[src/rtl/icache_pkg.sv]
package icache_pkg;

    // bus widths
    localparam int ADDR_W  = 32;
    localparam int FETCH_W = 64;   // one doubleword per fetch

    // exception codes
    localparam int EXC_W = 7;
    localparam logic [EXC_W-1:0] EXC_NONE = 7'h00;
    localparam logic [EXC_W-1:0] EXC_ADEF = 7'h08;   // fetch address not word aligned

    // cache operations
    localparam int CACOP_W = 2;
    localparam logic [CACOP_W-1:0] CACOP_INDEX_INV = 2'b01;
    localparam logic [CACOP_W-1:0] CACOP_HIT_INV   = 2'b10;

    // main FSM
    localparam int ST_W = 3;
    localparam logic [ST_W-1:0] ST_IDLE   = 3'd0;
    localparam logic [ST_W-1:0] ST_LOOKUP = 3'd1;   // arrays valid, hit known
    localparam logic [ST_W-1:0] ST_MISS   = 3'd2;   // waiting on memory
    localparam logic [ST_W-1:0] ST_REFILL = 3'd3;   // answer from return buffer
    localparam logic [ST_W-1:0] ST_CACOP  = 3'd4;

endpackage

[src/rtl/icache_fetch_result.sv]
`timescale 1ns/1ps

module icache_fetch_result #(
    parameter int OFFS_W  = 2,
    localparam int LINE_W = 32 << OFFS_W
) (
    input  logic                              clk,
    input  logic                              rstn,
    input  logic [icache_pkg::ST_W-1:0]       i_state,
    input  logic                              i_mem_ready,
    input  logic [LINE_W-1:0]                 i_mem_rdata,
    input  logic [LINE_W-1:0]                 i_line0,
    input  logic [LINE_W-1:0]                 i_line1,
    input  logic                              i_hit_way,
    input  logic [OFFS_W-2:0]                 i_dw_sel,
    input  logic                              i_uncached,
    output logic [icache_pkg::FETCH_W-1:0]    o_resp_data
);

    logic [LINE_W-1:0]              ret_buf;   // line from the last memory transfer
    logic [LINE_W-1:0]              line_sel;
    logic [icache_pkg::FETCH_W-1:0] dw_data;

    always_ff @(posedge clk) begin
        if (!rstn) begin
            ret_buf <= '0;
        end else if (i_mem_ready) begin
            ret_buf <= i_mem_rdata;
        end
    end

    // refill answers from the buffer, lookup from the hit way
    assign line_sel = (i_state == icache_pkg::ST_REFILL) ? ret_buf
                    : (i_hit_way ? i_line1 : i_line0);

    assign dw_data = line_sel[i_dw_sel*icache_pkg::FETCH_W +: icache_pkg::FETCH_W];

    // uncached request is 8-byte aligned, data sits in the low doubleword
    assign o_resp_data = i_uncached ? ret_buf[icache_pkg::FETCH_W-1:0] : dw_data;

endmodule

[config.mk]
export PLATFORM = sky130hd
export DESIGN_NAME = icache_fetch_result
export DESIGN_NICKNAME = d
export VERILOG_FILES = /design/src/rtl/icache_pkg.sv /design/src/rtl/icache_fetch_result.sv
export SDC_FILE = /design/constraint.sdc
export NUM_CORES = 1
export LEC_CHECK = 0
export ABC_AREA = 0
export BUFFER_PORTS_ARGS = -buffer_cell sky130_fd_sc_hd__buf_2
export CORE_AREA = 2 2 178 180
export CTS_BUF_LIST = sky130_fd_sc_hd__clkbuf_16
export DETAILED_ROUTE_END_ITERATION = 8
export DIE_AREA = 0 0 180 182
export HOLD_SLACK_MARGIN = 0.05
export PLACE_DENSITY = 0.58
export SETUP_SLACK_MARGIN = 0.02
export SLEW_MARGIN = 10
export SYNTH_ARGS = -nofsm -noshare
export SYNTH_HDL_FRONTEND = slang
export SYNTH_SLANG_ARGS = --single-unit
export TNS_END_PERCENT = 50
[constraint.sdc]
create_clock -name clk -period 3.4 [get_ports clk]
set_clock_uncertainty 0.2 [all_clocks]
set_input_delay 0.68 -clock clk [delete_from_list [all_inputs] [get_ports clk]]
set_output_delay 0.68 -clock clk [all_outputs]
set_load 0.01 [all_outputs]
# ---- Word level (Yosys, flattened, before mapping)
# Index checks and enable logic that the tools add are counted.
dict set report classes {
  muxes 3
  n_eq_ne 1
  shifts 1
}
# op count
set ops {}
lappend ops {{two-way mux 128 bit} 2}
lappend ops {{indexed part select 128 x 8 -> 64 bit} 1}
lappend ops {{two-way mux 64 bit} 1}
lappend ops {{== test 3 x 2 -> 1 bit (second input constant)} 1}
dict set report word_totals {
  reg_bits 128
  output_inout_bits 64
  in_bits 393
  wordCells 6
}

# ---- Logic depth before layout (Yosys ltp)
dict set report logic_depth {
  word_depth 4
  ltp_mapped 6
  depth_no_buf 3
}

# ---- Worst setup path before layout
# No wires, ideal clock.
dict set report synth_timing {
  path_type {input to output}
  from {in i_hit_way}
  to {out o_resp_data[10] (netlist name)}
  slack_ps 599
  arrival_ps 1921
  n_path_buf 2
  stages 5
  t_required_ps 2520
  cell_sequence {buf_6 > buf_6 > mux4_2 > or3_1 > o221a_2}
}
dict set report synth_between {
  elab_chain_cells 4
}
# item line_no
set synth_lines {}
lappend synth_lines {{start, declared} icache_fetch_result.sv:14} ;# input logic i_hit_way,
lappend synth_lines {{two-way mux 128 bit} icache_fetch_result.sv:34} ;# : (i_hit_way ? i_line1 : i_line0);
lappend synth_lines {{two-way mux 128 bit} icache_fetch_result.sv:33} ;# assign line_sel = (i_state == icache_pkg::ST_REFILL) ? ret_buf
lappend synth_lines {{indexed part select 128 x 8 -> 64 bit} icache_fetch_result.sv:36} ;# assign dw_data = line_sel[i_dw_sel*icache_pkg::FETCH_W +: icache_pkg::FETCH_W];
lappend synth_lines {{two-way mux 64 bit} icache_fetch_result.sv:39} ;# assign o_resp_data = i_uncached ? ret_buf[icache_pkg::FETCH_W-1:0] : dw_data;
lappend synth_lines {{end, declared} icache_fetch_result.sv:17} ;# output logic [icache_pkg::FETCH_W-1:0] o_resp_data
# Every way passes these cells.

# ---- Final worst setup path
dict set report layout_timing {
  from {in i_hit_way}
  to {out o_resp_data[13] (netlist name)}
}
# The elaborated chain is that of the path after synthesis.

==> impl_metrics.tcl <==
set metrics [dict create \
    status "complete, no violations" \
    h-tree-depth 4 \
    hold_violations 0 \
    die-width_um 180 \
    grt_pass1_vias 7420 \
    postPlaceCellArea_sq_um 10300 \
    viasPerCell 4.77 \
    clkLatencyLatePin_ps 410 \
    drt_iter0_markers 223 \
    yosys.area.top_type "dfxtp_1" \
    powerDensity_nw_per_um2 414 \
    setup_violations 0 \
    top_regs "ret_buf: 128 flops" \
    leakage_nw 5.05 \
    overflow 0 \
    crit_type "primary input to primary output" \
    synth_cell_types 15 \
    synth_nets 1042 \
    finalWeightedCongestion 0.823 \
    cts_sinks 128 \
    synthTopCellsByArea "dfxtp_1 34%, mux4_2 18%, mux2i_1 17%, nor2b_1 11%, o221a_2 9.5%" \
    initial_core_util_pct 24.5 \
    rows 65 \
    crit_required_ps 2520 \
    drv_slew 0 \
    port_buffers 456 \
    cts_max_path_buffers 2 \
    yosys_warnings 0 \
    layout_commonest_cell "buf_2" \
    largest_reg_flops 128 \
    clkTransAtPathRegs_ps 70 \
    grt_start_max_net_pins 74 \
    tns_ps 0 \
    cp_max_fo 32 \
    drt-total-wl_um 28200 \
    drc_errors 0 \
    grt_pass1_wl_um 42500 \
    netlist_area_sq_um 7600 \
    netlist_instances 649 \
    syn2layout_area_growth_pct 43.8 \
    holdBufCountCts 0 \
    drv_cap 0 \
    synth_top_family_by_area "multiplexers" \
    ant_nets 0 \
    antenna_found_initial 6 \
    synth_seq_cells 128 \
    arrival_ps 2270 \
    crit_path_start_kind "primary input" \
    post_cts_buffers 0 \
    synth_top_area_share_pct 33.7 \
    cts_resized 0 \
    muxShareOfSynthArea_pct 36.0 \
    ios 457 \
    fin_crit_sh_pct 92.6 \
    avgSynthCellArea_sq_um 11.7 \
    die_area_sq_um 32800 \
    numCtsBuffers 17 \
    cts_tree "built" \
    mostFrequentLayoutCells "452 x buf_2, 128 x mux2i_1, 128 x nor2b_1, 128 x dfxtp_1" \
    cts-root-buf "clkbuf_16" \
    hold_class "primary input to flop" \
    die_h_um 182 \
    worstSetupEndpointType "primary output" \
    hpwl_um 21100 \
    drt-pass1-iter-count 4 \
    synth-xor-area-share_pct 0 \
    synth-seq-area-share_pct 33.7 \
    synth_compound_area_share_pct 9.60 \
    top_register "ret_buf" \
    yosys.area_share.simple_pct 16.0 \
    wl_per_cell_um 18.9 \
    dr_total_vias 7102 \
    fin_crit_ps 3150 \
    fmax_mhz 318 \
    core-area_sq_um 31000 \
    nets 1468 \
    ir_drop_mv 0.318 \
    stdcell_area_sq_um 10900 \
    worstMarginPinSlew_ps 650 \
    max_slew_margin_pct 56.6 \
    globalRouteTotalUtil_pct 16.8 \
    yosys.area_share.adder_pct 0 \
    rsz0062_at_grt "no" \
    n_fill_cell 3171 \
    layout-drive-gt1-share_pct 58.1 \
]
[final timing paths]
check,from,end,slack [ps],cells after the start
setup / recovery,i_hit_way,o_resp_data[13],250,6
hold / removal,i_mem_rdata[14],ret_buf[14],320,3
setup reg to reg,ret_buf[48],ret_buf[48],2500,2
hold reg to reg,ret_buf[7],ret_buf[7],320,2
[report_power, final]
group          total (mW)  internal (mW)  switching [mW]
Sequential           1.64           1.59          0.0518
Clock                1.89           1.15           0.736
Combinational        1.00          0.582           0.420
[kinds of logic (layout without fill, tap and decap cells)]
family	after synthesis	after routing
other cells	0	2
flops	128	128
simple gates	194	194
buf+inv	70	507
mux	192	192
compound gates	65	65
[stage by stage]
stage / hold slack (ps) / power [mW] / utilization [%] / setup WS, ps / cells
detailed placement: 306 / 2.69 / 33.3 / 233 / 1458
global route: 303 / 4.75 / 35.3 / 153 / 1490
finish: 318 / 4.53 / 35.3 / 251 / 1490
CTS: 299 / 4.61 / 35.3 / 231 / 1488
floorplan: 283 / 2.24 / - / 599 / 649
global placement: 297 / 2.68 / 33.3 / 239 / 1458
[final cells by class]
cell class                      instances  area (sq um)  area share [%]
Multi-Input combinational cell        451          4690            42.9
Timing Repair Buffer                  476          2570            23.5
Inverter                                1          3.75          0.0343
Sequential cell                       128          2560            23.4
Antenna cell                            2          5.00          0.0458
Tap cell                              402           503            4.60
Clock inverter                         13           165            1.51
Clock buffer                           17           425            3.89
[critical path, stage by stage]
cell	delay, ps
buf_4	130
buf_12	260
mux4_2	530
or3_1	350
o221a_2	150
buf_2	140
[metal layers]
layer / track usage (%) / wire length, um
met1: 19.3 / 11300
met2: 29.8 / 14200
met3: 4.55 / 1950
met4: 6.02 / 712
met5: 0 / 27
[synth_stat cells]
cell	count
a21oi_2	1
buf_6	7
mux4_2	60
or3_1	64
mux4_1	4
clkbuf_1	31
o221a_2	64
buf_2	30
inv_1	1
clkbuf_2	1
mux2i_1	128
nor2b_1	128
dfxtp_1	128
and3b_1	1
nand3b_1	1
Note: power is estimated with default switching activity, not from simulation.
