===== src/rtl/icache_pkg.sv =====
package icache_pkg;

    // bus widths
    localparam int ADDR_W  = 32;
    localparam int FETCH_W = 64;   // one doubleword per fetch

    // exception codes
    localparam int EXC_W = 7;
    localparam logic [EXC_W-1:0] EXC_NONE = 7'h00;
    localparam logic [EXC_W-1:0] EXC_ADEF = 7'h08;   // fetch address not word aligned

    // cache operations
    localparam int CACOP_W = 2;
    localparam logic [CACOP_W-1:0] CACOP_INDEX_INV = 2'b01;
    localparam logic [CACOP_W-1:0] CACOP_HIT_INV   = 2'b10;

    // main FSM
    localparam int ST_W = 3;
    localparam logic [ST_W-1:0] ST_IDLE   = 3'd0;
    localparam logic [ST_W-1:0] ST_LOOKUP = 3'd1;   // arrays valid, hit known
    localparam logic [ST_W-1:0] ST_MISS   = 3'd2;   // waiting on memory
    localparam logic [ST_W-1:0] ST_REFILL = 3'd3;   // answer from return buffer
    localparam logic [ST_W-1:0] ST_CACOP  = 3'd4;

endpackage


===== src/rtl/icache_req_decode.sv =====
`timescale 1ns/1ps

module icache_req_decode #(
    parameter int INDEX_W = 6,
    parameter int OFFS_W  = 2,
    localparam int TAG_W  = icache_pkg::ADDR_W - INDEX_W - OFFS_W - 2
) (
    input  logic                              clk,
    input  logic                              rstn,
    input  logic                              i_capture,
    input  logic [icache_pkg::ADDR_W-1:0]     i_req_addr,
    input  logic                              i_uncached,
    input  logic                              i_cacop_en,
    input  logic [icache_pkg::CACOP_W-1:0]    i_cacop_code,
    output logic [INDEX_W-1:0]                o_index,
    output logic [TAG_W-1:0]                  o_tag,
    output logic [OFFS_W-2:0]                 o_dw_sel,
    output logic                              o_way_bit,
    output logic                              o_uncached,
    output logic                              o_index_inv,
    output logic                              o_hit_inv,
    output logic [icache_pkg::EXC_W-1:0]      o_exc,
    output logic [icache_pkg::ADDR_W-1:0]     o_pc,
    output logic [icache_pkg::ADDR_W-1:0]     o_mem_addr,
    output logic                              o_mem_uncached
);

    localparam int BOFF_W = OFFS_W + 2;

    // one address word, seen as a fetch or as a maintenance target
    typedef union packed {
        struct packed {
            logic [TAG_W-1:0]   tag;
            logic [INDEX_W-1:0] index;
            logic [OFFS_W-2:0]  dw;        // doubleword within the line
            logic [2:0]         byte_sel;
        } fetch;
        struct packed {
            logic [TAG_W-1:0]   line_tag;
            logic [INDEX_W-1:0] index;
            logic [BOFF_W-2:0]  offs;
            logic               way;       // index invalidate target way
        } maint;
    } fetch_addr_u;

    fetch_addr_u                       req_q;
    logic                              uncached_q;
    logic                              cacop_q;
    logic [icache_pkg::CACOP_W-1:0]    code_q;

    always_ff @(posedge clk) begin
        if (i_capture) begin
            req_q <= i_req_addr;
        end
    end

    always_ff @(posedge clk) begin
        if (!rstn) begin
            uncached_q <= 1'b0;
            cacop_q    <= 1'b0;
            code_q     <= '0;
        end else if (i_capture) begin
            uncached_q <= i_uncached;
            cacop_q    <= i_cacop_en;
            code_q     <= i_cacop_code;
        end
    end

    assign o_index    = req_q.fetch.index;
    assign o_tag      = req_q.fetch.tag;
    assign o_dw_sel   = req_q.fetch.dw;
    assign o_way_bit  = req_q.maint.way;
    assign o_uncached = uncached_q;
    assign o_pc       = req_q;

    assign o_index_inv = cacop_q && (code_q == icache_pkg::CACOP_INDEX_INV);
    assign o_hit_inv   = cacop_q && (code_q == icache_pkg::CACOP_HIT_INV);

    // maintenance addresses may carry the way number in bit 0
    assign o_exc = (!cacop_q && (req_q.fetch.byte_sel[1:0] != 2'b00)) ?
                   icache_pkg::EXC_ADEF : icache_pkg::EXC_NONE;

    assign o_mem_addr = uncached_q ? {req_q[icache_pkg::ADDR_W-1:3], 3'b000}
                                   : {req_q.fetch.tag, req_q.fetch.index, {BOFF_W{1'b0}}};
    assign o_mem_uncached = uncached_q;

endmodule


===== config.mk =====
export PLATFORM = sky130hd
export DESIGN_NAME = icache_req_decode
export DESIGN_NICKNAME = d
export VERILOG_FILES = /design/src/rtl/icache_pkg.sv /design/src/rtl/icache_req_decode.sv
export SDC_FILE = /design/constraint.sdc
export NUM_CORES = 1
export LEC_CHECK = 0
export BUFFER_PORTS_ARGS = -buffer_cell sky130_fd_sc_hd__buf_2
export CORE_ASPECT_RATIO = 0.75
export CORE_MARGIN = 2
export CORE_UTILIZATION = 30
export CTS_CLUSTER_DIAMETER = 80
export CTS_CLUSTER_SIZE = 16
export DETAILED_ROUTE_END_ITERATION = 7
export GPL_TIMING_DRIVEN = 0
export PLACE_DENSITY = 0.69
export SYNTH_ARGS = -nofsm -noshare
export SYNTH_HDL_FRONTEND = slang
export SYNTH_SLANG_ARGS = --single-unit

===== constraint.sdc =====
create_clock -name clk -period 0.9 [get_ports clk]
set_clock_uncertainty 0.1 [all_clocks]
set_input_delay 0.045 -clock clk [delete_from_list [all_inputs] [get_ports clk]]
set_output_delay 0.045 -clock clk [all_outputs]
set_load 0.05 [all_outputs]

Yosys cells after proc, flatten, opt, wreduce, memory -nomap -nowiden. Cells that the tools add are included.

Register bits: 36. Bits in latches: 0. Memories kept: 0. RAM bits: 0. ROM bits: 0. Output and inout bits: 105.

Bitwise logic cells: 0. Shifts and indexed selects: 0. Add/subtract/negate cells: 0. $lt $le $gt $ge: 0. Reduce and logical (&&, ||, !) cells: 5. Equal/unequal tests: 2. Divide/modulo/power cells: 0. Muxes and demuxes: 2. Multipliers: 0.

Operators by type and width (count): 2-to-1 mux 4 bit (2); logical AND 1 bit (3); == test 2 x 1 -> 1 bit (second input constant) (1); == test 2 bit (second input constant) (1); nonzero test 2 bit (1); zero test 1 bit (1).

Longest topological paths before layout. Gate-level depths: netlist of run 1.

Depth in word-level cells: 3. Depth in mapped cells: 3. Mapped depth without buffers: 2.

Worst setup path before layout of run 1. Ideal clock, no wire load.

Path kind: reg-to-output. Start: register req_q, in the netlist o_pc[1]. End: output o_exc[3] (netlist bit). Buffers on the path: 0. Arrival: 1.378 ns. Path slack: -0.623 ns. Stages on the path, launching flop included: 3. Path through: edfxtp_1 nor2_1 nor2_1.

Cells in the longest elaborated chain, start to end: 3.

RTL lines: start, declared (line icache_req_decode.sv:46) `fetch_addr_u req_q;`; start signal, assigned (line icache_req_decode.sv:53) `req_q <= i_req_addr;`; nonzero test 2 bit (line icache_req_decode.sv:80) `assign o_exc = (!cacop_q && (req_q.fetch.byte_sel[1:0] != 2'b00)) ?`; logical AND 1 bit (line icache_req_decode.sv:80); 2-to-1 mux 4 bit (line icache_req_decode.sv:80); end, declared (line icache_req_decode.sv:22) `output logic [icache_pkg::EXC_W-1:0] o_exc,`.

No other way between the ends.

Final worst setup path of run 1.
Start: register req_q, in the netlist o_pc[7]. End: output o_mem_addr[7] (netlist bit).

RTL lines: end, declared (line icache_req_decode.sv:24) `output logic [icache_pkg::ADDR_W-1:0] o_mem_addr,`.

No word-level cell between the ends.

==> metrics.log, run 1 <==
INFO  metric worstSetupStartpointType = flip-flop
INFO  metric synth.lib_cells_used.distinct = 10
INFO  metric diode_insertion_count_for_antenna_repair = 0
INFO  metric p_sw = between 2 and 2.5 mW
INFO  metric totalPowerFinal = between 6 and 7 mW
INFO  metric post-place-ws = -464.0 ps
INFO  metric dp_hpwl = approximately 3300 µm
INFO  metric critPathKind = reg2out
INFO  metric gate_count_of_the_mapped_netlist = 121
INFO  metric power.share.combinational = 0.455
INFO  metric highest_clock_rate = between 700 and 800 MHz
INFO  metric power.share.switching = 0.3743
INFO  metric cellLeakagePower = approximately 1.9 nW
INFO  metric yosys_most_used_dff = sky130_fd_sc_hd__edfxtp_1
INFO  metric tritoncts = yes
INFO  metric floorplan.initialDensity = 0.3102
INFO  metric number_of_placed_cells_counting_well_taps = 338
INFO  metric power_report.internal_total = a little over 4 mW
INFO  metric place.gp.congestion = ~0.65
INFO  metric synth.top_cells.by_area = sky130_fd_sc_hd__edfxtp_1, sky130_fd_sc_hd__buf_4, sky130_fd_sc_hd__dfxtp_1
INFO  metric area.growth.synth_to_final = 141.1%
INFO  metric num_io_pins = between 100 and 150
INFO  metric cts_buffer_depth = 2
INFO  metric clock_sinks = 36
INFO  metric syn-cell-area = ~1700 µm²
INFO  metric timing.final.max_slew_violations = 0
INFO  metric netlist.top_cell.by_area = sky130_fd_sc_hd__edfxtp_1
INFO  metric clk-insertion-delay-late = roughly 290 ps
INFO  metric drt.antenna.violating_nets = 0
INFO  metric final_number_of_hold_violating_endpoints = 0
INFO  metric finalNetCount = about 350
INFO  metric power_density_relative_to_cell_area = 1641 nW/µm²
INFO  metric post_drt_via_cell_ratio = between 3 and 4
INFO  metric grt_start_max_net_pins = 34
INFO  metric timing.critical_path.to_type = primary output
INFO  metric die_height = just under 70 µm
INFO  metric synth_largest_type_area_fraction = 0.5787
INFO  metric detailedRoute.firstPassIterationCount = 4
INFO  metric clock_power_share = 0.217
INFO  metric finalNonFillerCells = between 300 and 400
INFO  metric run_status = finished, violations left
INFO  metric critical_path_peak_fanout = 3
INFO  metric setup_slack = -351.3 ps
INFO  metric port_buffers = 134
INFO  metric first_global_vias = 1521
INFO  metric global_route_wire_length_before_repair = between 8000 and 9000 µm
INFO  metric violations = negative setup slack
INFO  metric ys_seq_area_frac = 0.6270
INFO  metric design.die.area = 6151 µm²
INFO  metric synthTopCellsByCount = sky130_fd_sc_hd__buf_4, sky130_fd_sc_hd__edfxtp_1
INFO  metric rsz0062_at_grt = true
INFO  metric coreArea = 5353 µm²
INFO  metric async_reset_ff_frac = 0
INFO  metric grt_util_all_layers = 0.1845
INFO  metric critical_path_at = between 1000 and 1500 ps
INFO  metric remaining_drc_errors = 0
INFO  metric first_iter_violations = slightly below 90
INFO  metric max-vdd-ir-drop = between 0.9 and 1 mV
INFO  metric timing.final.setup_violations = 96
INFO  metric detail_route.wirelength = between 6000 and 7000 µm
INFO  metric yosys_reg_bits = 36
INFO  metric vias = approximately 1500
INFO  metric floorplan.die.width = ~90 µm
INFO  metric drive_gt1_frac = 0.7194
INFO  metric hold_path.class = in2reg
INFO  metric power_frac_seq = 0.328
INFO  metric grt_remaining_overflow = 0
INFO  metric clk_transition_reported_paths = 80 ps
INFO  metric fin_crit_sh = 1.390
INFO  metric cp_data_required_time = 750 ps
INFO  metric syn-mean-instance-area = ~14 µm²
INFO  metric h-tree-depth = 2
INFO  metric yosysWarnings = 0
INFO  metric floorplan.rows = 23
INFO  metric final_period_minus_worst_setup_slack = between 1000 and 1500 ps
INFO  metric post-route-util = 0.7478
INFO  metric cap_violations = 0
INFO  metric clock-root-buffer = sky130_fd_sc_hd__clkbuf_8
INFO  metric synth_enable_flop_cells = 32
INFO  metric initial_antenna_violation_count = 0
INFO  metric synthMostInstantiatedCell = sky130_fd_sc_hd__buf_4
INFO  metric routedWlPerCell = roughly 17 µm
INFO  metric cts_made_buffers = 5
[final timing paths]
path | slack, ps | startpoint | cells after the start | end
max reg2reg | 100 | code_q[1]$_SDFFE_PN0P_ | 2 | code_q[1]$_SDFFE_PN0P_
max | -350 | o_pc[7]$_DFFE_PP_ | 2 | o_mem_addr[7]
min | 120 | i_capture | 1 | o_pc[6]$_DFFE_PP_
min reg2reg | 480 | o_mem_uncached$_SDFFE_PN0P_ | 2 | o_mem_uncached$_SDFFE_PN0P_
[metal layers]
layer / vias up / wire (µm) / global-route usage
met5: - / 0 / 0
met4: 0 / 67 / 0.04615
met3: 6 / 412 / 0.04956
met2: 82 / 3796 / 0.3627
met1: 702 / 2435 / 0.2041
li1: 698 / - / -
[power groups by stage]
| stage | combinational (mW) | clock, mW | sequential, mW |
|---|---|---|---|
| 6_report | 2.99 | 1.42 | 2.16 |
| 5_1_grt | 3.05 | 1.52 | 2.17 |
| 4_1_cts | 2.79 | 1.43 | 2.14 |
| 3_5_place_dp | 2.18 | 0 | 2.15 |
| 3_3_place_gp | 2.16 | 0 | 2.14 |
| 2_1_floorplan | 1.35 | 0 | 2.54 |
[sequential cells by signal (all words and copies together) (netlist names)]
name and count:
o_pc 32, code_q 2, cacop_q 1, o_mem_uncached 1
[cells in the final DEF (no fill, tap or decap)]
master / count
sky130_fd_sc_hd__and2_4: 1
sky130_fd_sc_hd__buf_12: 1
sky130_fd_sc_hd__buf_2: 37
sky130_fd_sc_hd__buf_4: 10
sky130_fd_sc_hd__buf_6: 114
sky130_fd_sc_hd__buf_8: 43
sky130_fd_sc_hd__bufinv_16: 1
sky130_fd_sc_hd__clkbuf_1: 1
sky130_fd_sc_hd__clkbuf_8: 5
sky130_fd_sc_hd__clkinv_2: 1
sky130_fd_sc_hd__conb_1: 9
sky130_fd_sc_hd__dfxtp_2: 1
sky130_fd_sc_hd__dfxtp_4: 3
sky130_fd_sc_hd__dlygate4sd3_1: 36
sky130_fd_sc_hd__dlymetal6s4s_1: 1
sky130_fd_sc_hd__edfxtp_1: 32
sky130_fd_sc_hd__mux2i_1: 4
sky130_fd_sc_hd__nand2_2: 1
sky130_fd_sc_hd__nand2_4: 1
sky130_fd_sc_hd__nor2_2: 1
sky130_fd_sc_hd__nor2_4: 3
sky130_fd_sc_hd__nor2b_1: 4
[layout make-up]
cell class | count | area, µm²
Timing Repair Buffer | 173 | 1839
Fill cell | 332 | 1350
Sequential cell | 36 | 1054
Buffer | 69 | 743.2
Multi-Input combinational cell | 24 | 165.2
Tap cell | 75 | 93.84
Clock buffer | 6 | 72.57
Clock inverter | 2 | 35.03
[through the flow]
step / cell area [µm²] / hold WS [ps] / setup TNS, ps
finish: 4003 / 120.7 / -25760
global route: 4003 / 125.1 / -28680
CTS: 3827 / 126.9 / -24390
detailed placement: 2699 / 123.4 / -10090
global placement: 2699 / 121.6 / -9292
floorplan: 1934 / 43.87 / -8643
[cell families (layout without fill, tap and decap cells)]
kind of cell           count (synthesis)  count (layout)  share of synthesized area
buffers and inverters                 69             250                     0.3142
multiplexers                           4               4                    0.02412
other                                  1               9                   0.002259
flip-flops                            36              36                     0.6270
AND/OR/NAND/NOR                       11              11                    0.03240
[repair_timing]
item                       4_1_cts  5_1_grt
hold buffers                    37        0
pin swaps                        4        3
buffers inserted                 0        2
hold endpoints to repair        36        0
resized for setup              208       44
setup endpoints to repair      100       97
[critical path, cell delays in order, from the launching register on]
cell	delay, ps
sky130_fd_sc_hd__edfxtp_1	500
sky130_fd_sc_hd__buf_6	170
sky130_fd_sc_hd__buf_8	140
No activity file was read; power rests on OpenSTA's default activity.
==> run 2, diff against run 1 <==
==> constraint.sdc (replaced) <==
create_clock -name clk -period 1.4 [get_ports clk]
set_clock_uncertainty 0.1 [all_clocks]
set_input_delay 0.07 -clock clk [delete_from_list [all_inputs] [get_ports clk]]
set_output_delay 0.07 -clock clk [all_outputs]
set_load 0.05 [all_outputs]
==> run 2 against run 1 <==
  * Via count fell by 6.0%
  * Sequential power fell by 39%
  * Total power fell by 48%
  * Clock power fell by 52%
  * Flip-flop and latch count did not move
  * Combinational power fell by 53%
  * Largest power group unchanged
  * Sequential share of layout area rose by 9.5 points
  * Global-route usage fell by 5.4 points
  * Utilization fell by 20 points
  * Setup slack improved by 440 ps
  * The flow now finishes without violations
==> metrics.log, run 2 (same netlist as run 1, synthesis figures left out) <==
INFO  metric run_status = completed
INFO  metric first_iter_violations = 23
INFO  metric setup_slack = just over 90 ps
INFO  metric grt_remaining_overflow = 0
INFO  metric finalNetCount = about 350
INFO  metric dp_hpwl = approximately 2700 µm
INFO  metric power.share.combinational = 0.410
INFO  metric grt_start_max_net_pins = 34
INFO  metric worstMarginPinSlew = 745.3 ps
INFO  metric clock-root-buffer = sky130_fd_sc_hd__clkbuf_8
INFO  metric cts_made_buffers = 5
INFO  metric post-route-util = 0.5432
INFO  metric h-tree-depth = 2
INFO  metric register_area = approximately 1000 µm²
INFO  metric critPathKind = reg2out
INFO  metric floorplan.rows = 23
INFO  metric cap_violations = 0
INFO  metric whs = a little over 300 ps
INFO  metric post_cts_resized = 0
INFO  metric final_area = approximately 2900 µm²
INFO  metric largest_register_ff_count = 32
INFO  metric multi_input_area = 130.1 µm²
INFO  metric power_report.internal_total = approximately 2.0 mW
INFO  metric hold_path.class = in2reg
INFO  metric port_buffers = approximately 130
INFO  metric power_density_relative_to_cell_area = about 1200 nW/µm²
INFO  metric tritoncts = yes
INFO  metric worstSetupStartpointType = flip-flop
INFO  metric remaining_drc_errors = 0
INFO  metric timing.final.max_slew_violations = 0
INFO  metric fillers = 458
INFO  metric number_of_placed_cells_counting_well_taps = 338
INFO  metric finalNonFillerCells = 383
INFO  metric design.die.area = around 6200 µm²
INFO  metric timing.final.setup_violations = 0
INFO  metric cellLeakagePower = about 1.5 nW
INFO  metric num_io_pins = 144
INFO  metric highest_clock_rate = between 700 and 800 MHz
INFO  metric grt_util_all_layers = 0.1305
INFO  metric drive_gt1_frac = 0.6786
INFO  metric post_cts_hold_buffer_count = 37
INFO  metric postCtsSetupRepairBufs = 0
INFO  metric detailedRoute.firstPassIterationCount = 4
INFO  metric area.growth.synth_to_final = 75.13%
INFO  metric final_period_minus_worst_setup_slack = approximately 1300 ps
INFO  metric holdPathStages = 1
INFO  metric worstRegToRegCells = 2
INFO  metric layout_common_cells = sky130_fd_sc_hd__buf_2, sky130_fd_sc_hd__buf_4, sky130_fd_sc_hd__dlygate4sd3_1
INFO  metric clk_transition_reported_paths = ~70 ps
INFO  metric vias = approximately 1400
INFO  metric max_slew_margin = 0.5032
INFO  metric initial_antenna_violation_count = 0
INFO  metric timing.critical_path.to_type = primary output
INFO  metric setup_tns_final = 0 ps
INFO  metric floorplan.die.width = approximately 90 µm
INFO  metric routedWlPerCell = around 11 µm
INFO  metric clk-insertion-delay-late = ~270 ps
INFO  metric post-place-ws = about 34 ps
INFO  metric final_number_of_hold_violating_endpoints = 0
INFO  metric drt.antenna.violating_nets = 0
INFO  metric coreArea = roughly 5400 µm²
INFO  metric rsz0062_at_grt = false
INFO  metric critical_path_peak_fanout = 4
INFO  metric place.gp.congestion = ~0.68
INFO  metric layout.cells.most_common = sky130_fd_sc_hd__buf_2
INFO  metric totalPowerFinal = around 3.4 mW
INFO  metric diode_insertion_count_for_antenna_repair = 0
INFO  metric clock_sinks = 36
INFO  metric fin_crit_sh = 0.9352
INFO  metric critical_path_at = 1140 ps
INFO  metric detail_route.wirelength = ~4000 µm
INFO  metric post_drt_via_cell_ratio = 3.650
INFO  metric cts_buffer_depth = 2
INFO  metric power.share.switching = 0.4026
INFO  metric power_frac_seq = 0.389
INFO  metric die_height = about 70 µm
INFO  metric cp_data_required_time = 1230 ps
INFO  metric p_sw = approximately 1.4 mW
INFO  metric first_global_vias = around 1300
INFO  metric floorplan.initialDensity = 0.3102
INFO  metric global_route_wire_length_before_repair = slightly above 6000 µm
INFO  metric clock_power_share = 0.201
INFO  metric dpl-instance-area = ~2500 µm²
INFO  metric max-vdd-ir-drop = ~0.66 mV
run 2: cell count changes in the layout (fill, tap and decap cells not counted), moves of 4 or more:
cell	delta
sky130_fd_sc_hd__buf_2	+97
sky130_fd_sc_hd__buf_4	+58
sky130_fd_sc_hd__buf_8	-43
sky130_fd_sc_hd__buf_6	-113
sky130_fd_sc_hd__dfxtp_1	+4
run 2: worst paths after layout:
path | from | to | slack, ps
worst max-delay path | cacop_q$_SDFFE_PN0P_ | o_index_inv | 90
worst min-delay path | i_capture | o_pc[21]$_DFFE_PP_ | 300
worst max register to register | cacop_q$_SDFFE_PN0P_ | cacop_q$_SDFFE_PN0P_ | 650
worst min register to register | code_q[1]$_SDFFE_PN0P_ | code_q[1]$_SDFFE_PN0P_ | 450
run 2: area by class of cell:
cell class,count,share of cell area
buffer,69,0.1794
clock buffer,7,0.02625
clock inverter,1,0.001291
multi-input combinational,24,0.04475
sequential,36,0.3580
tap,75,0.03227
timing repair buffer,171,0.3580
run 2: routing by layer:
layer,track usage,share of wire,wire length [µm]
met5,0,0,0
met4,0.04615,0.0077,31
met3,0.05837,0.099,400
met2,0.2330,0.51,2060
met1,0.1421,0.38,1556
run 2: power groups by stage:
stage	clock network, mW	registers, mW	logic, mW
2_1_floorplan	0	1.61	0.782
3_3_place_gp	0	1.34	1.30
3_5_place_dp	0	1.35	1.31
4_1_cts	0.723	1.32	1.39
5_1_grt	0.774	1.34	1.45
6_report	0.683	1.32	1.40
run 2: worst max-delay path: stages (launching register included):
cell,delay (ps)
sky130_fd_sc_hd__dfxtp_1,410
sky130_fd_sc_hd__nand2_1,90
sky130_fd_sc_hd__nor2_1,100
sky130_fd_sc_hd__buf_2,270
