--- config.mk ---
export PLATFORM = sky130hd
export DESIGN_NAME = icache_ctrl
export DESIGN_NICKNAME = d
export VERILOG_FILES = /design/src/rtl/icache_pkg.sv /design/src/rtl/icache_ctrl.sv
export SDC_FILE = /design/constraint.sdc
export NUM_CORES = 1
export LEC_CHECK = 0
export BUFFER_PORTS_ARGS = -buffer_cell sky130_fd_sc_hd__buf_2
export CORE_AREA = 2 2 39 41
export DETAILED_ROUTE_END_ITERATION = 6
export DIE_AREA = 0 0 41 43
export GPL_TIMING_DRIVEN = 1
export PLACE_DENSITY_LB_ADDON = 0.05
export RECOVER_POWER = 50
export SLEW_MARGIN = 20
export SYNTH_ARGS = -nofsm -noshare
export SYNTH_HDL_FRONTEND = slang
export SYNTH_SLANG_ARGS = --single-unit
export TNS_END_PERCENT = 10
--- constraint.sdc ---
create_clock -name clk -period 3 [get_ports clk]
set_input_delay 0.45 -clock clk [delete_from_list [all_inputs] [get_ports clk]]
set_output_delay 0.45 -clock clk [all_outputs]
set_load 0.005 [all_outputs]
--- src/rtl/icache_pkg.sv ---
package icache_pkg;

    // bus widths
    localparam int ADDR_W  = 32;
    localparam int FETCH_W = 64;   // one doubleword per fetch

    // exception codes
    localparam int EXC_W = 7;
    localparam logic [EXC_W-1:0] EXC_NONE = 7'h00;
    localparam logic [EXC_W-1:0] EXC_ADEF = 7'h08;   // fetch address not word aligned

    // cache operations
    localparam int CACOP_W = 2;
    localparam logic [CACOP_W-1:0] CACOP_INDEX_INV = 2'b01;
    localparam logic [CACOP_W-1:0] CACOP_HIT_INV   = 2'b10;

    // main FSM
    localparam int ST_W = 3;
    localparam logic [ST_W-1:0] ST_IDLE   = 3'd0;
    localparam logic [ST_W-1:0] ST_LOOKUP = 3'd1;   // arrays valid, hit known
    localparam logic [ST_W-1:0] ST_MISS   = 3'd2;   // waiting on memory
    localparam logic [ST_W-1:0] ST_REFILL = 3'd3;   // answer from return buffer
    localparam logic [ST_W-1:0] ST_CACOP  = 3'd4;

endpackage

--- src/rtl/icache_ctrl.sv ---
`timescale 1ns/1ps

module icache_ctrl (
    input  logic                              clk,
    input  logic                              rstn,
    input  logic                              i_req_valid,
    input  logic                              i_cacop_en,
    output logic                              o_req_ready,
    output logic                              o_capture,
    input  logic                              i_hit,
    input  logic                              i_uncached,
    input  logic                              i_index_inv,
    input  logic                              i_hit_inv,
    input  logic [icache_pkg::EXC_W-1:0]      i_exc,
    output logic [icache_pkg::ST_W-1:0]       o_state,
    output logic                              o_mem_valid,
    input  logic                              i_mem_ready,
    output logic                              o_fill_we,
    output logic                              o_lru_we,
    output logic                              o_inv_we,
    output logic                              o_resp_valid,
    output logic                              o_cacop_done
);

    logic [icache_pkg::ST_W-1:0] state;
    logic [icache_pkg::ST_W-1:0] state_nx;
    logic [icache_pkg::ST_W-1:0] accept_st;   // where an accepted request goes
    logic                        in_lookup;
    logic                        lookup_exc;
    logic                        lookup_hit;
    logic                        accept;
    logic                        done_q;

    assign in_lookup  = (state == icache_pkg::ST_LOOKUP);
    assign lookup_exc = in_lookup && (i_exc != icache_pkg::EXC_NONE);
    assign lookup_hit = in_lookup && (i_exc == icache_pkg::EXC_NONE)
                        && !i_uncached && i_hit;   // uncached ignores the arrays

    // new request taken when idle or while answering in lookup
    assign o_req_ready = (state == icache_pkg::ST_IDLE) || lookup_exc || lookup_hit;
    assign accept      = o_req_ready && i_req_valid;
    assign o_capture   = accept;
    assign accept_st   = i_cacop_en ? icache_pkg::ST_CACOP : icache_pkg::ST_LOOKUP;

    always_comb begin
        state_nx = state;
        case (state)
            icache_pkg::ST_IDLE: begin
                if (accept) begin
                    state_nx = accept_st;
                end
            end
            icache_pkg::ST_LOOKUP: begin
                if (lookup_exc || lookup_hit) begin
                    state_nx = accept ? accept_st : icache_pkg::ST_IDLE;
                end else begin
                    state_nx = icache_pkg::ST_MISS;   // cached miss or uncached fetch
                end
            end
            icache_pkg::ST_MISS: begin
                if (i_mem_ready) begin
                    state_nx = icache_pkg::ST_REFILL;
                end
            end
            icache_pkg::ST_REFILL: begin
                state_nx = icache_pkg::ST_IDLE;
            end
            icache_pkg::ST_CACOP: begin
                state_nx = icache_pkg::ST_IDLE;
            end
            default: begin
                state_nx = icache_pkg::ST_IDLE;
            end
        endcase
    end

    always_ff @(posedge clk) begin
        if (!rstn) begin
            state <= icache_pkg::ST_IDLE;
        end else begin
            state <= state_nx;
        end
    end

    // request held on the memory side until the line comes back
    assign o_mem_valid = (state == icache_pkg::ST_MISS);

    // line written on the data beat itself, the refill cycle answers from the buffer
    assign o_fill_we = o_mem_valid && i_mem_ready && !i_uncached;
    assign o_lru_we  = lookup_hit || o_fill_we;

    assign o_inv_we = (state == icache_pkg::ST_CACOP)
                      && (i_index_inv || (i_hit_inv && i_hit));

    assign o_resp_valid = lookup_hit || lookup_exc || (state == icache_pkg::ST_REFILL);

    // done one cycle after the invalidate lands
    always_ff @(posedge clk) begin
        if (!rstn) begin
            done_q <= 1'b0;
        end else begin
            done_q <= (state == icache_pkg::ST_CACOP);
        end
    end

    assign o_cacop_done = done_q;
    assign o_state      = state;

endmodule

# Word-level counts from Yosys, hierarchy flattened
# Cells that the tools add are included.
dict set report word_totals {
  reg_bits 4
  elab_cells 34
  out_inout_bits 11
  in_bits 16
}
dict set report classes {
  n_eq_ne 6
  n_mux 6
  n_reduce_logical 20
}
# cell count
set ops {}
lappend ops {{$mux 3} 5}
lappend ops {{$logic_and 1x1->1} 9}
lappend ops {{$pmux 3 s3} 1}
lappend ops {{$logic_not 7->1} 1}
lappend ops {{$reduce_bool 7->1} 1}
lappend ops {{$eq 3x2->1 const B} 2}
lappend ops {{$logic_or 1x1->1} 6}
lappend ops {{$eq 3x1->1 const B} 1}
lappend ops {{$eq 3x3->1 const B} 1}
lappend ops {{$logic_not 3->1} 1}
lappend ops {{$ne 2x1->1 const B} 1}
lappend ops {{$ne 2x2->1 const B} 1}
lappend ops {{$reduce_and 2->1} 1}
lappend ops {{$logic_not 1->1} 1}

# Longest topological paths before layout
# Gate-level depths: netlist of the first run.
dict set report depth {
  word_depth 9
  ltp_mapped 4
  ltp_nobuf 3
}

# Worst setup path after synthesis of the first run
# Ideal clock, no wire load.
dict set report synth_path {
  kind {input -> output}
  startpoint {input port i_exc[2] in the netlist's numbering}
  endpoint {output port o_capture}
  n_path_buf 0
  required_ns 2.550
  t_arrival_ns 1.401
  setup_slack_ns 1.149
  stages 3
  path_cell_list {or4_4 > nor3_2 > and3b_1}
}
dict set report synth_between {
  elab_chain_cells 6
  word_cells_on_any_way 9
  cone_classes {reduce/logical: 9}
}
# item line_no
set synth_rtl {}
lappend synth_rtl {{start: declaration} icache_ctrl.sv:14} ;# input logic [icache_pkg::EXC_W-1:0] i_exc,
lappend synth_rtl {{$logic_not 7->1} icache_ctrl.sv:36} ;# assign lookup_hit = in_lookup && (i_exc == icache_pkg::EXC_NONE)
lappend synth_rtl {{$logic_and 1x1->1} icache_ctrl.sv:36}
lappend synth_rtl {{$logic_and 1x1->1 (2 in a row)} icache_ctrl.sv:37} ;# && !i_uncached && i_hit;
lappend synth_rtl {{$logic_or 1x1->1 (*)} icache_ctrl.sv:40} ;# assign o_req_ready = (state == icache_pkg::ST_IDLE) || lookup_exc || lookup_hit;
lappend synth_rtl {{$logic_and 1x1->1 (*)} icache_ctrl.sv:41} ;# assign accept = o_req_ready && i_req_valid;
lappend synth_rtl {{end: declaration} icache_ctrl.sv:9} ;# output logic o_capture,
# Mark *: on every way between the ends. The rest lies on a longest branch, timed or not.

# Worst setup path after layout of the first run
dict set report layout_path {
  startpoint {register state, in the netlist o_state[0]}
  endpoint {output port o_capture}
}
dict set report layout_between {
  elab_chain_cells 6
  word_cells_on_any_way 9
  cone_classes {eq/ne: 1; reduce/logical: 8}
}
# item line_no
set layout_rtl {}
lappend layout_rtl {{start: declaration} icache_ctrl.sv:25} ;# logic [icache_pkg::ST_W-1:0] state;
lappend layout_rtl {{start signal: assignment} icache_ctrl.sv:79} ;# state <= icache_pkg::ST_IDLE;
lappend layout_rtl {{start signal: assignment} icache_ctrl.sv:81} ;# state <= state_nx;
lappend layout_rtl {{$eq 3x1->1} icache_ctrl.sv:34} ;# assign in_lookup = (state == icache_pkg::ST_LOOKUP);
lappend layout_rtl {{$logic_and 1x1->1} icache_ctrl.sv:36}
lappend layout_rtl {{$logic_and 1x1->1 (2 in a row)} icache_ctrl.sv:37}
lappend layout_rtl {{$logic_or 1x1->1 (*)} icache_ctrl.sv:40}
lappend layout_rtl {{$logic_and 1x1->1 (*)} icache_ctrl.sv:41}
# Marks and branches as above.

==> results of run 1 <==
==> layout make-up <==
type | count | area [um^2] | share of cell area [%]
multi-input combinational | 31 | 223 | 46.6
timing repair buffer | 26 | 129 | 27.0
sequential | 4 | 80.1 | 16.8
clock buffer | 3 | 22.5 | 4.71
tap | 16 | 20.0 | 4.19
inverter | 1 | 3.75 | 0.785
==> power breakdown <==
part           leakage (nW)  internal (mW)  switching [mW]  total [mW]
Combinational         0.188         0.0180          0.0130      0.0310
Clock                0.0138         0.0448          0.0222      0.0670
Sequential           0.0326         0.0555         0.00351      0.0590
==> kinds of logic after synthesis <==
logic type | share of synthesized area [%]
DFF | 25.0
and+or+nand+nor | 52.3
buffers and inverters | 2.73
AOI/OAI and AO/OA | 19.9
==> layout by cell type, fill, tap and decap left out, drive strengths merged, types with 2 or more instances in the layout <==
cell type / instances
buf: 25
nor3: 4
dfxtp: 4
clkbuf: 4
a21oi: 3
and3b: 3
nor2b: 2
nor2: 2
nor4b: 2
or2b: 2
==> critical path, cell delays in order, from the launching register on <==
cell and delay (ns):
dfxtp_1 0.48, or4b_1 0.55, nor3_1 0.29, and3b_1 0.22, buf_2 0.12
==> worst max-delay path by stage <==
stage / startpoint / cells after the start / end / slack [ns]
detailed placement: i_exc[2] / 5 / o_capture / 0.89
global placement: i_exc[2] / 5 / o_capture / 0.87
global route: o_state[0] / 4 / o_capture / 0.50
floorplan: i_exc[2] / 3 / o_capture / 1.15
CTS: o_state[0] / 4 / o_capture / 0.77
finish: o_state[0] / 4 / o_capture / 0.65
==> layer usage <==
| layer | up-vias | share of wire, % | track usage [%] |
|---|---|---|---|
| li1 | 200 | - | - |
| met1 | 165 | 48 | 15.3 |
| met2 | 16 | 43 | 16.9 |
| met3 | 0 | 9.4 | 4.71 |
| met4 | 0 | 0 | 2.00 |
| met5 | - | 0 | 0 |
==> registers in the layout (all words and copies together) (netlist names) <==
signal        cells
o_state           3
o_cacop_done      1
==> metrics by stage <==
step / std cells / util [%] / total power, mW / instance area [um^2] / hold WS [ns]
2_1_floorplan: 37 / - / 0.0732 / 320 / 0.575
3_3_place_gp: 78 / 33.6 / 0.0922 / 465 / 0.665
3_5_place_dp: 78 / 33.6 / 0.0917 / 465 / 0.660
4_1_cts: 81 / 35.3 / 0.162 / 488 / 0.465
5_1_grt: 81 / 34.5 / 0.170 / 478 / 0.485
6_report: 81 / 34.5 / 0.157 / 478 / 0.475
==> reports/metrics.yaml, run 1 <==
synth:
  synth-warning-count: 0
  synth.top_cells.by_count: "4 x dfxtp_1, 3 x a21oi_1, 3 x nor3_1"
  syn_area_um2: 320
  ys_types: 25
  ys_seq_elements: 4
  ys_async_sr_fraction_pct: 0
  yosys.area.top_type_share_pct: 25.0
  syn_nets: 53
  synth_most_common_cell: "dfxtp_1"
  ys.flop_type: "dfxtp_1"
  synth-edff-count: 0
  yosysSeqAreaShare_pct: 25.0
  syn_area_per_cell_um2: 8.66
  netlist_top_cells_area: "dfxtp_1 25%, and3b_1 5.5%, nor4b_1 5.5%"
  synthCells: 37
  synth_area_leader_cell: "dfxtp_1"
floorplan:
  dieArea_um2: 1760
  io-pin-count: 27
  rows: 14
  initial_utilization_pct: 23.1
  die_width_um: 41
  die_h_um: 43
  coreArea_um2: 1380
route:
  dr_total_vias: 381
  viasPerCell: 4.70
  remaining_drc_errors: 0
  drtIter0Drc: 4
  ant_nets: 0
  wirelength_um: 928
  firstDrtPassIters: 2
  routedWlPerCell_um: 11.5
clock_network:
  numCtsBuffers: 3
  post_cts_resized: 0
  cts.htree.levels: 1
  cts_sinks: 4
  cts_buffer_depth: 2
  clock_latency_ns: 0.24
  post_cts_buffers: 0
  cts_hold_buffers: 0
  tritoncts: "built"
  path_clk_slew_ns: 0.03
  root_buffer: "clkbuf_4"
global_route:
  track_usage_pct: 11.4
  grt.overflow.total: 0
  grt_max_degree: 12
  first_global_vias: 356
  grt_pass1_wl_um: 1420
  antenna_found_initial: 0
place:
  gp_congestion: 0.700
  hpwl_um: 739
  port_buffers: 26
  pre_cts_slack_ns: 0.894
power_and_ir_drop:
  peakVddDrop_mv: 0.179
  powerDensity_nw_per_um2: 328
  p_leak_nw: 0.235
setup_path:
  worstSetupPathType: "reg -> out"
  critPathLaunchType: "flip-flop"
  r2r_slack_ns: 1.44
  worstPathRequired_ns: 2.55
  rr_startpoint: "o_state[0]"
  crit_path_end_kind: "output port"
  rr_endpoint: "o_state[2]"
  worst_r2r_path_depth: 3
  crit_fanout: 10
  cp.arrival_ns: 1.90
timing:
  setup_viol_count_final: 0
  final_max_slew_viol_count: 0
  fin_crit_sh_pct: 78.2
  tightest_slew_ns: 0.337
  post-route-min-period_ns: 2.35
  finalHoldViolCount: 0
  setup-tns-final_ns: 0
  finClkSkew_ns: 0.00478
  setup_slack_ns: 0.655
  relSlewSlack_pct: 77.5
  clock.fmax_mhz: 426
  rsz0062_at_grt: "false"
outcome:
  status: "finished, final reports clean"
final_layout:
  fin_nets: 83
  drive_above_1_share_pct: 49.2
  synthToLayoutAreaGrowth_pct: 49.2
  antenna_cells: 0
  fillers: 165
run:
  maxCapViolations: 0
hold_path:
  hp-class: "in -> reg"
  holdPathStages: 3
  hold_start: "i_cacop_en"
  holdPathEnd: "o_state[2]"
No activity file was read; power rests on OpenSTA's default activity.
==> inputs of run 2 (changes only) <==
==> constraint.sdc (replaced) <==
create_clock -name clk -period 2 [get_ports clk]
set_input_delay 0.3 -clock clk [delete_from_list [all_inputs] [get_ports clk]]
set_output_delay 0.3 -clock clk [all_outputs]
set_load 0.005 [all_outputs]
==> run 2 against run 1 <==
  * Power grew 50%
  * Via count grew 3.7%
  * Sequential share of layout area shrank 0.51 points
  * Largest power group unchanged
  * Clock skew shrank 0.00096 ns
  * Worst hold slack lost 0.16 ns
==> reports/metrics.yaml, run 2 (synthesis gave the netlist of run 1 again) <==
final_layout:
  layout_commonest_cell: "buf_2"
  multi_input_area_um2: 231
  synthToLayoutAreaGrowth_pct: 53.9
  fillers: 169
  drive_above_1_share_pct: 49.3
  regArea_um2: 80.1
  design_area_um2: 493
  fin_nets: 85
  layout_common_cells: "23 x buf_2, 4 x dfxtp_1, 4 x clkbuf_1"
  largest_reg_flops: 3
  antenna_cells: 0
clock_network:
  clock_latency_ns: 0.23
  numCtsBuffers: 3
  tritoncts: "built"
  post_cts_resized: 0
  post_cts_buffers: 0
  cts_hold_buffers: 0
  cts_sinks: 4
  path_clk_slew_ns: 0.03
  cts.htree.levels: 1
  root_buffer: "clkbuf_4"
  cts_buffer_depth: 2
global_route:
  grt_max_degree: 11
  antenna_found_initial: 0
  grt_pass1_wl_um: 1560
  first_global_vias: 401
  track_usage_pct: 12.8
  grt.overflow.total: 0
setup_path:
  cp.arrival_ns: 1.55
  worst_r2r_path_depth: 4
  critPathLaunchType: "flip-flop"
  rr_endpoint: "o_state[2]"
  r2r_slack_ns: 0.59
  rr_startpoint: "o_state[1]"
  worstSetupPathType: "reg -> out"
  crit_fanout: 4
  worstPathRequired_ns: 1.70
  crit_path_end_kind: "output port"
timing:
  hold-worst-slack_ns: 0.317
  relSlewSlack_pct: 75.1
  post-route-min-period_ns: 1.85
  final_max_slew_viol_count: 0
  fin_crit_sh_pct: 92.3
  setup_viol_count_final: 0
  rsz0062_at_grt: "false"
  setup-tns-final_ns: 0
  tightest_slew_ns: 0.373
  clock.fmax_mhz: 542
  finalHoldViolCount: 0
  finClkSkew_ns: 0.00382
place:
  gp_congestion: 0.718
  hpwl_um: 801
  place_area_um2: 480
  port_buffers: 26
route:
  dr_total_vias: 395
  ant_nets: 0
  remaining_drc_errors: 0
  firstDrtPassIters: 3
  drtIter0Drc: 2
  wirelength_um: 960
  routedWlPerCell_um: 11.6
  viasPerCell: 4.76
power_and_ir_drop:
  power.switching_mw: 0.0576
  peakVddDrop_mv: 0.324
  p_int_mw: 0.178
  p_comb_share_pct: 21.5
  seqPwrFrac_pct: 36.5
  p_leak_nw: 0.234
  swShare_pct: 24.5
  clock_power_share_pct: 42.0
  powerDensity_nw_per_um2: 478
hold_path:
  hold_start: "i_cacop_en"
  holdPathEnd: "o_state[2]"
  holdPathStages: 3
  hp-class: "in -> reg"
floorplan:
  coreArea_um2: 1380
  initial_utilization_pct: 23.1
  die_h_um: 43
  die_width_um: 41
  dieArea_um2: 1760
  rows: 14
  io-pin-count: 27
outcome:
  status: "finished, final reports clean"
run:
  maxCapViolations: 0
==> run 2: cell type report <==
type | instances | area share [%]
well taps | 16 | 4.06
flip-flops and latches | 4 | 16.2
inverters | 1 | 0.761
clock buffers | 3 | 4.57
repair buffers | 28 | 27.4
multi-input cells | 31 | 47.0
==> run 2: power by group through the flow <==
stage	registers, mW	logic (mW)	clock network, mW
detailed placement	0.0873	0.0525	0
floorplan	0.0885	0.0213	0
global route	0.0867	0.0567	0.111
finish	0.0860	0.0505	0.0989
CTS	0.0861	0.0527	0.105
global placement	0.0874	0.0528	0
==> run 2: worst max-delay path, stage by stage (launching register included) <==
cell,delay (ns)
dfxtp_1,0.32
or4b_4,0.49
nor3_2,0.19
and3b_1,0.20
buf_2,0.12
==> run 2: per-stage QoR <==
stage	cells	setup WS, ns	util, %	power (mW)
2_1_floorplan	37	0.423	-	0.110
3_3_place_gp	80	0.173	34.7	0.140
3_5_place_dp	80	0.180	34.7	0.140
4_1_cts	83	0.122	36.3	0.244
5_1_grt	83	0.0427	35.6	0.254
6_report	83	0.153	35.6	0.235
==> run 2: how the worst max path moves through the flow <==
stage | from | end | cells after the start
after floorplan | o_state[0] | o_capture | 3
after global placement | i_exc[2] | o_capture | 5
after detailed placement | i_exc[2] | o_capture | 5
after CTS | o_state[0] | o_capture | 4
after global routing | o_state[0] | o_capture | 4
final | o_state[0] | o_capture | 4
==> run 2: layer usage <==
layer / routed length [um] / track usage, %
met1: 452 / 16.3
met5: 0 / 0
met4: 0 / 2.00
met3: 68 / 6.28
met2: 439 / 19.4
==> inputs of run 3 (changes only) <==
==> config.mk (replaced) <==
export PLATFORM = sky130hd
export DESIGN_NAME = icache_ctrl
export DESIGN_NICKNAME = d
export VERILOG_FILES = /design/src/rtl/icache_pkg.sv /design/src/rtl/icache_ctrl.sv
export SDC_FILE = /design/constraint.sdc
export NUM_CORES = 1
export LEC_CHECK = 0
export CELL_PAD_IN_SITES_DETAIL_PLACEMENT = 1
export CELL_PAD_IN_SITES_GLOBAL_PLACEMENT = 2
export CORE_UTILIZATION = 24
export DETAILED_ROUTE_END_ITERATION = 6
export DONT_BUFFER_PORTS = 1
export GPL_TIMING_DRIVEN = 1
export PLACE_DENSITY_LB_ADDON = 0.05
export RECOVER_POWER = 50
export SLEW_MARGIN = 15
export SYNTH_ARGS = -nofsm -noshare
export SYNTH_HDL_FRONTEND = slang
export SYNTH_SLANG_ARGS = --single-unit
export TNS_END_PERCENT = 10
==> run 3 against run 2 <==
  * Cell area down 25%
  * Combinational power down 43%
  * Power down 9.8%
  * Final cell count down 33%
  * Sequential cell count unchanged
  * Wire length down 0.21%
  * Utilization down 4.0 points
  * Critical path depth down 1
  * Sequential power up 0.7%
==> reports/metrics.yaml, run 3 (synthesis gave the netlist of run 1 again) <==
timing:
  clock.fmax_mhz: 551
  hold-worst-slack_ns: 0.213
  tightest_slew_ns: 0.398
  finClkSkew_ns: 0.000590
  setup-tns-final_ns: 0
  finalHoldViolCount: 0
  fin_crit_sh_pct: 90.8
  relSlewSlack_pct: 73.4
  final_max_slew_viol_count: 0
  rsz0062_at_grt: "false"
  setup_slack_ns: 0.184
  setup_viol_count_final: 0
  post-route-min-period_ns: 1.82
place:
  hpwl_um: 762
  pre_cts_slack_ns: 0.356
  place_inst: 53
  place_area_um2: 355
  port_buffers: 0
  gp_congestion: 0.658
final_layout:
  drive_above_1_share_pct: 23.8
  synthToLayoutAreaGrowth_pct: 15.6
  fin_util_pct: 31.6
  regArea_um2: 80.1
  multi_input_area_um2: 228
  fillers: 151
  layout_common_cells: "4 x dfxtp_1, 3 x nor3_1, 3 x a21oi_1, 3 x clkbuf_4"
  design_area_um2: 370
  largest_reg_flops: 3
  fin_nets: 60
  layout_commonest_cell: "dfxtp_1"
  antenna_cells: 0
  stdcell_count: 56
route:
  wirelength_um: 958
  ant_nets: 0
  routedWlPerCell_um: 17.1
  viasPerCell: 5.79
  remaining_drc_errors: 0
  firstDrtPassIters: 2
  drtIter0Drc: 3
  dr_total_vias: 324
clock_network:
  cts_sinks: 4
  clock_latency_ns: 0.23
  root_buffer: "clkbuf_4"
  cts_buffer_depth: 2
  post_cts_buffers: 0
  post_cts_resized: 0
  tritoncts: "built"
  numCtsBuffers: 3
  path_clk_slew_ns: 0.03
  cts.htree.levels: 1
  cts_hold_buffers: 0
setup_path:
  worstSetupPathType: "reg -> out"
  worstPathRequired_ns: 1.70
  rr_startpoint: "o_state[0]"
  crit_path_end_kind: "output port"
  worst-path-buf-inv: 0
  critical_path.top_delay_family: "simple AND/OR/NAND/NOR gates"
  critical-path-slowest-cell: "or4b_1"
  r2r_slack_ns: 0.58
  crit_chain: "or4b_1 -> nor3_2 -> and3b_1"
  cp_slowest_stage_delay_ns: 0.53
  rr_endpoint: "o_state[2]"
  worst_r2r_path_depth: 4
  critPathLaunchType: "flip-flop"
  cp.arrival_ns: 1.52
  crit_fanout: 4
power_and_ir_drop:
  power.total_mw: 0.212
  peakVddDrop_mv: 0.183
  powerDensity_nw_per_um2: 574
  p_leak_nw: 0.137
hold_path:
  hp-class: "in -> reg"
  hold_start: "i_cacop_en"
  holdPathEnd: "o_state[2]"
  holdPathStages: 2
global_route:
  first_global_vias: 374
  grt_pass1_wl_um: 1480
  track_usage_pct: 15.0
  grt_max_degree: 10
  antenna_found_initial: 0
  grt.overflow.total: 0
floorplan:
  dieArea_um2: 1480
  initial_utilization_pct: 27.4
  io-pin-count: 27
  rows: 12
  coreArea_um2: 1170
  die_width_um: 38.5
  die_h_um: 38.5
outcome:
  status: "finished, final reports clean"
run:
  maxCapViolations: 0
run 3: changes by cell type in the layout (fill, tap and decap cells not counted), sizes merged:
cell / delta
buf: -21
clkbuf: -4
run 3: metal layers:
layer | global-route usage (%) | vias to the layer above | wire length [um]
met4 | 7.76 | 0 | 0
met3 | 6.40 | 0 | 56
met5 | 0 | - | 0
li1 | - | 154 | -
met2 | 26.3 | 14 | 490
met1 | 14.6 | 156 | 410
run 3: cell type report:
| class | instances | share of cell area [%] |
|---|---|---|
| multi-input cells | 31 | 61.5 |
| flip-flops and latches | 4 | 21.6 |
| clock buffers | 3 | 6.08 |
| repair buffers | 3 | 5.07 |
| well taps | 14 | 4.73 |
| inverters | 1 | 1.01 |
run 3: worst max-delay path by stage:
| stage | start | end | slack, ns | depth (start not counted) |
|---|---|---|---|---|
| floorplan | o_state[0] | o_capture | 0.42 | 3 |
| global placement | i_exc[2] | o_capture | 0.39 | 3 |
| detailed placement | i_exc[2] | o_capture | 0.36 | 3 |
| CTS | o_state[0] | o_capture | 0.22 | 3 |
| global route | o_state[0] | o_capture | 0.11 | 3 |
| finish | o_state[0] | o_capture | 0.18 | 3 |
run 3: power breakdown:
group          leakage, nW  internal, mW  switching [mW]  total (mW)
clock network       0.0138        0.0669          0.0300      0.0969
logic               0.0902        0.0129          0.0160      0.0289
registers           0.0326        0.0833         0.00332      0.0866
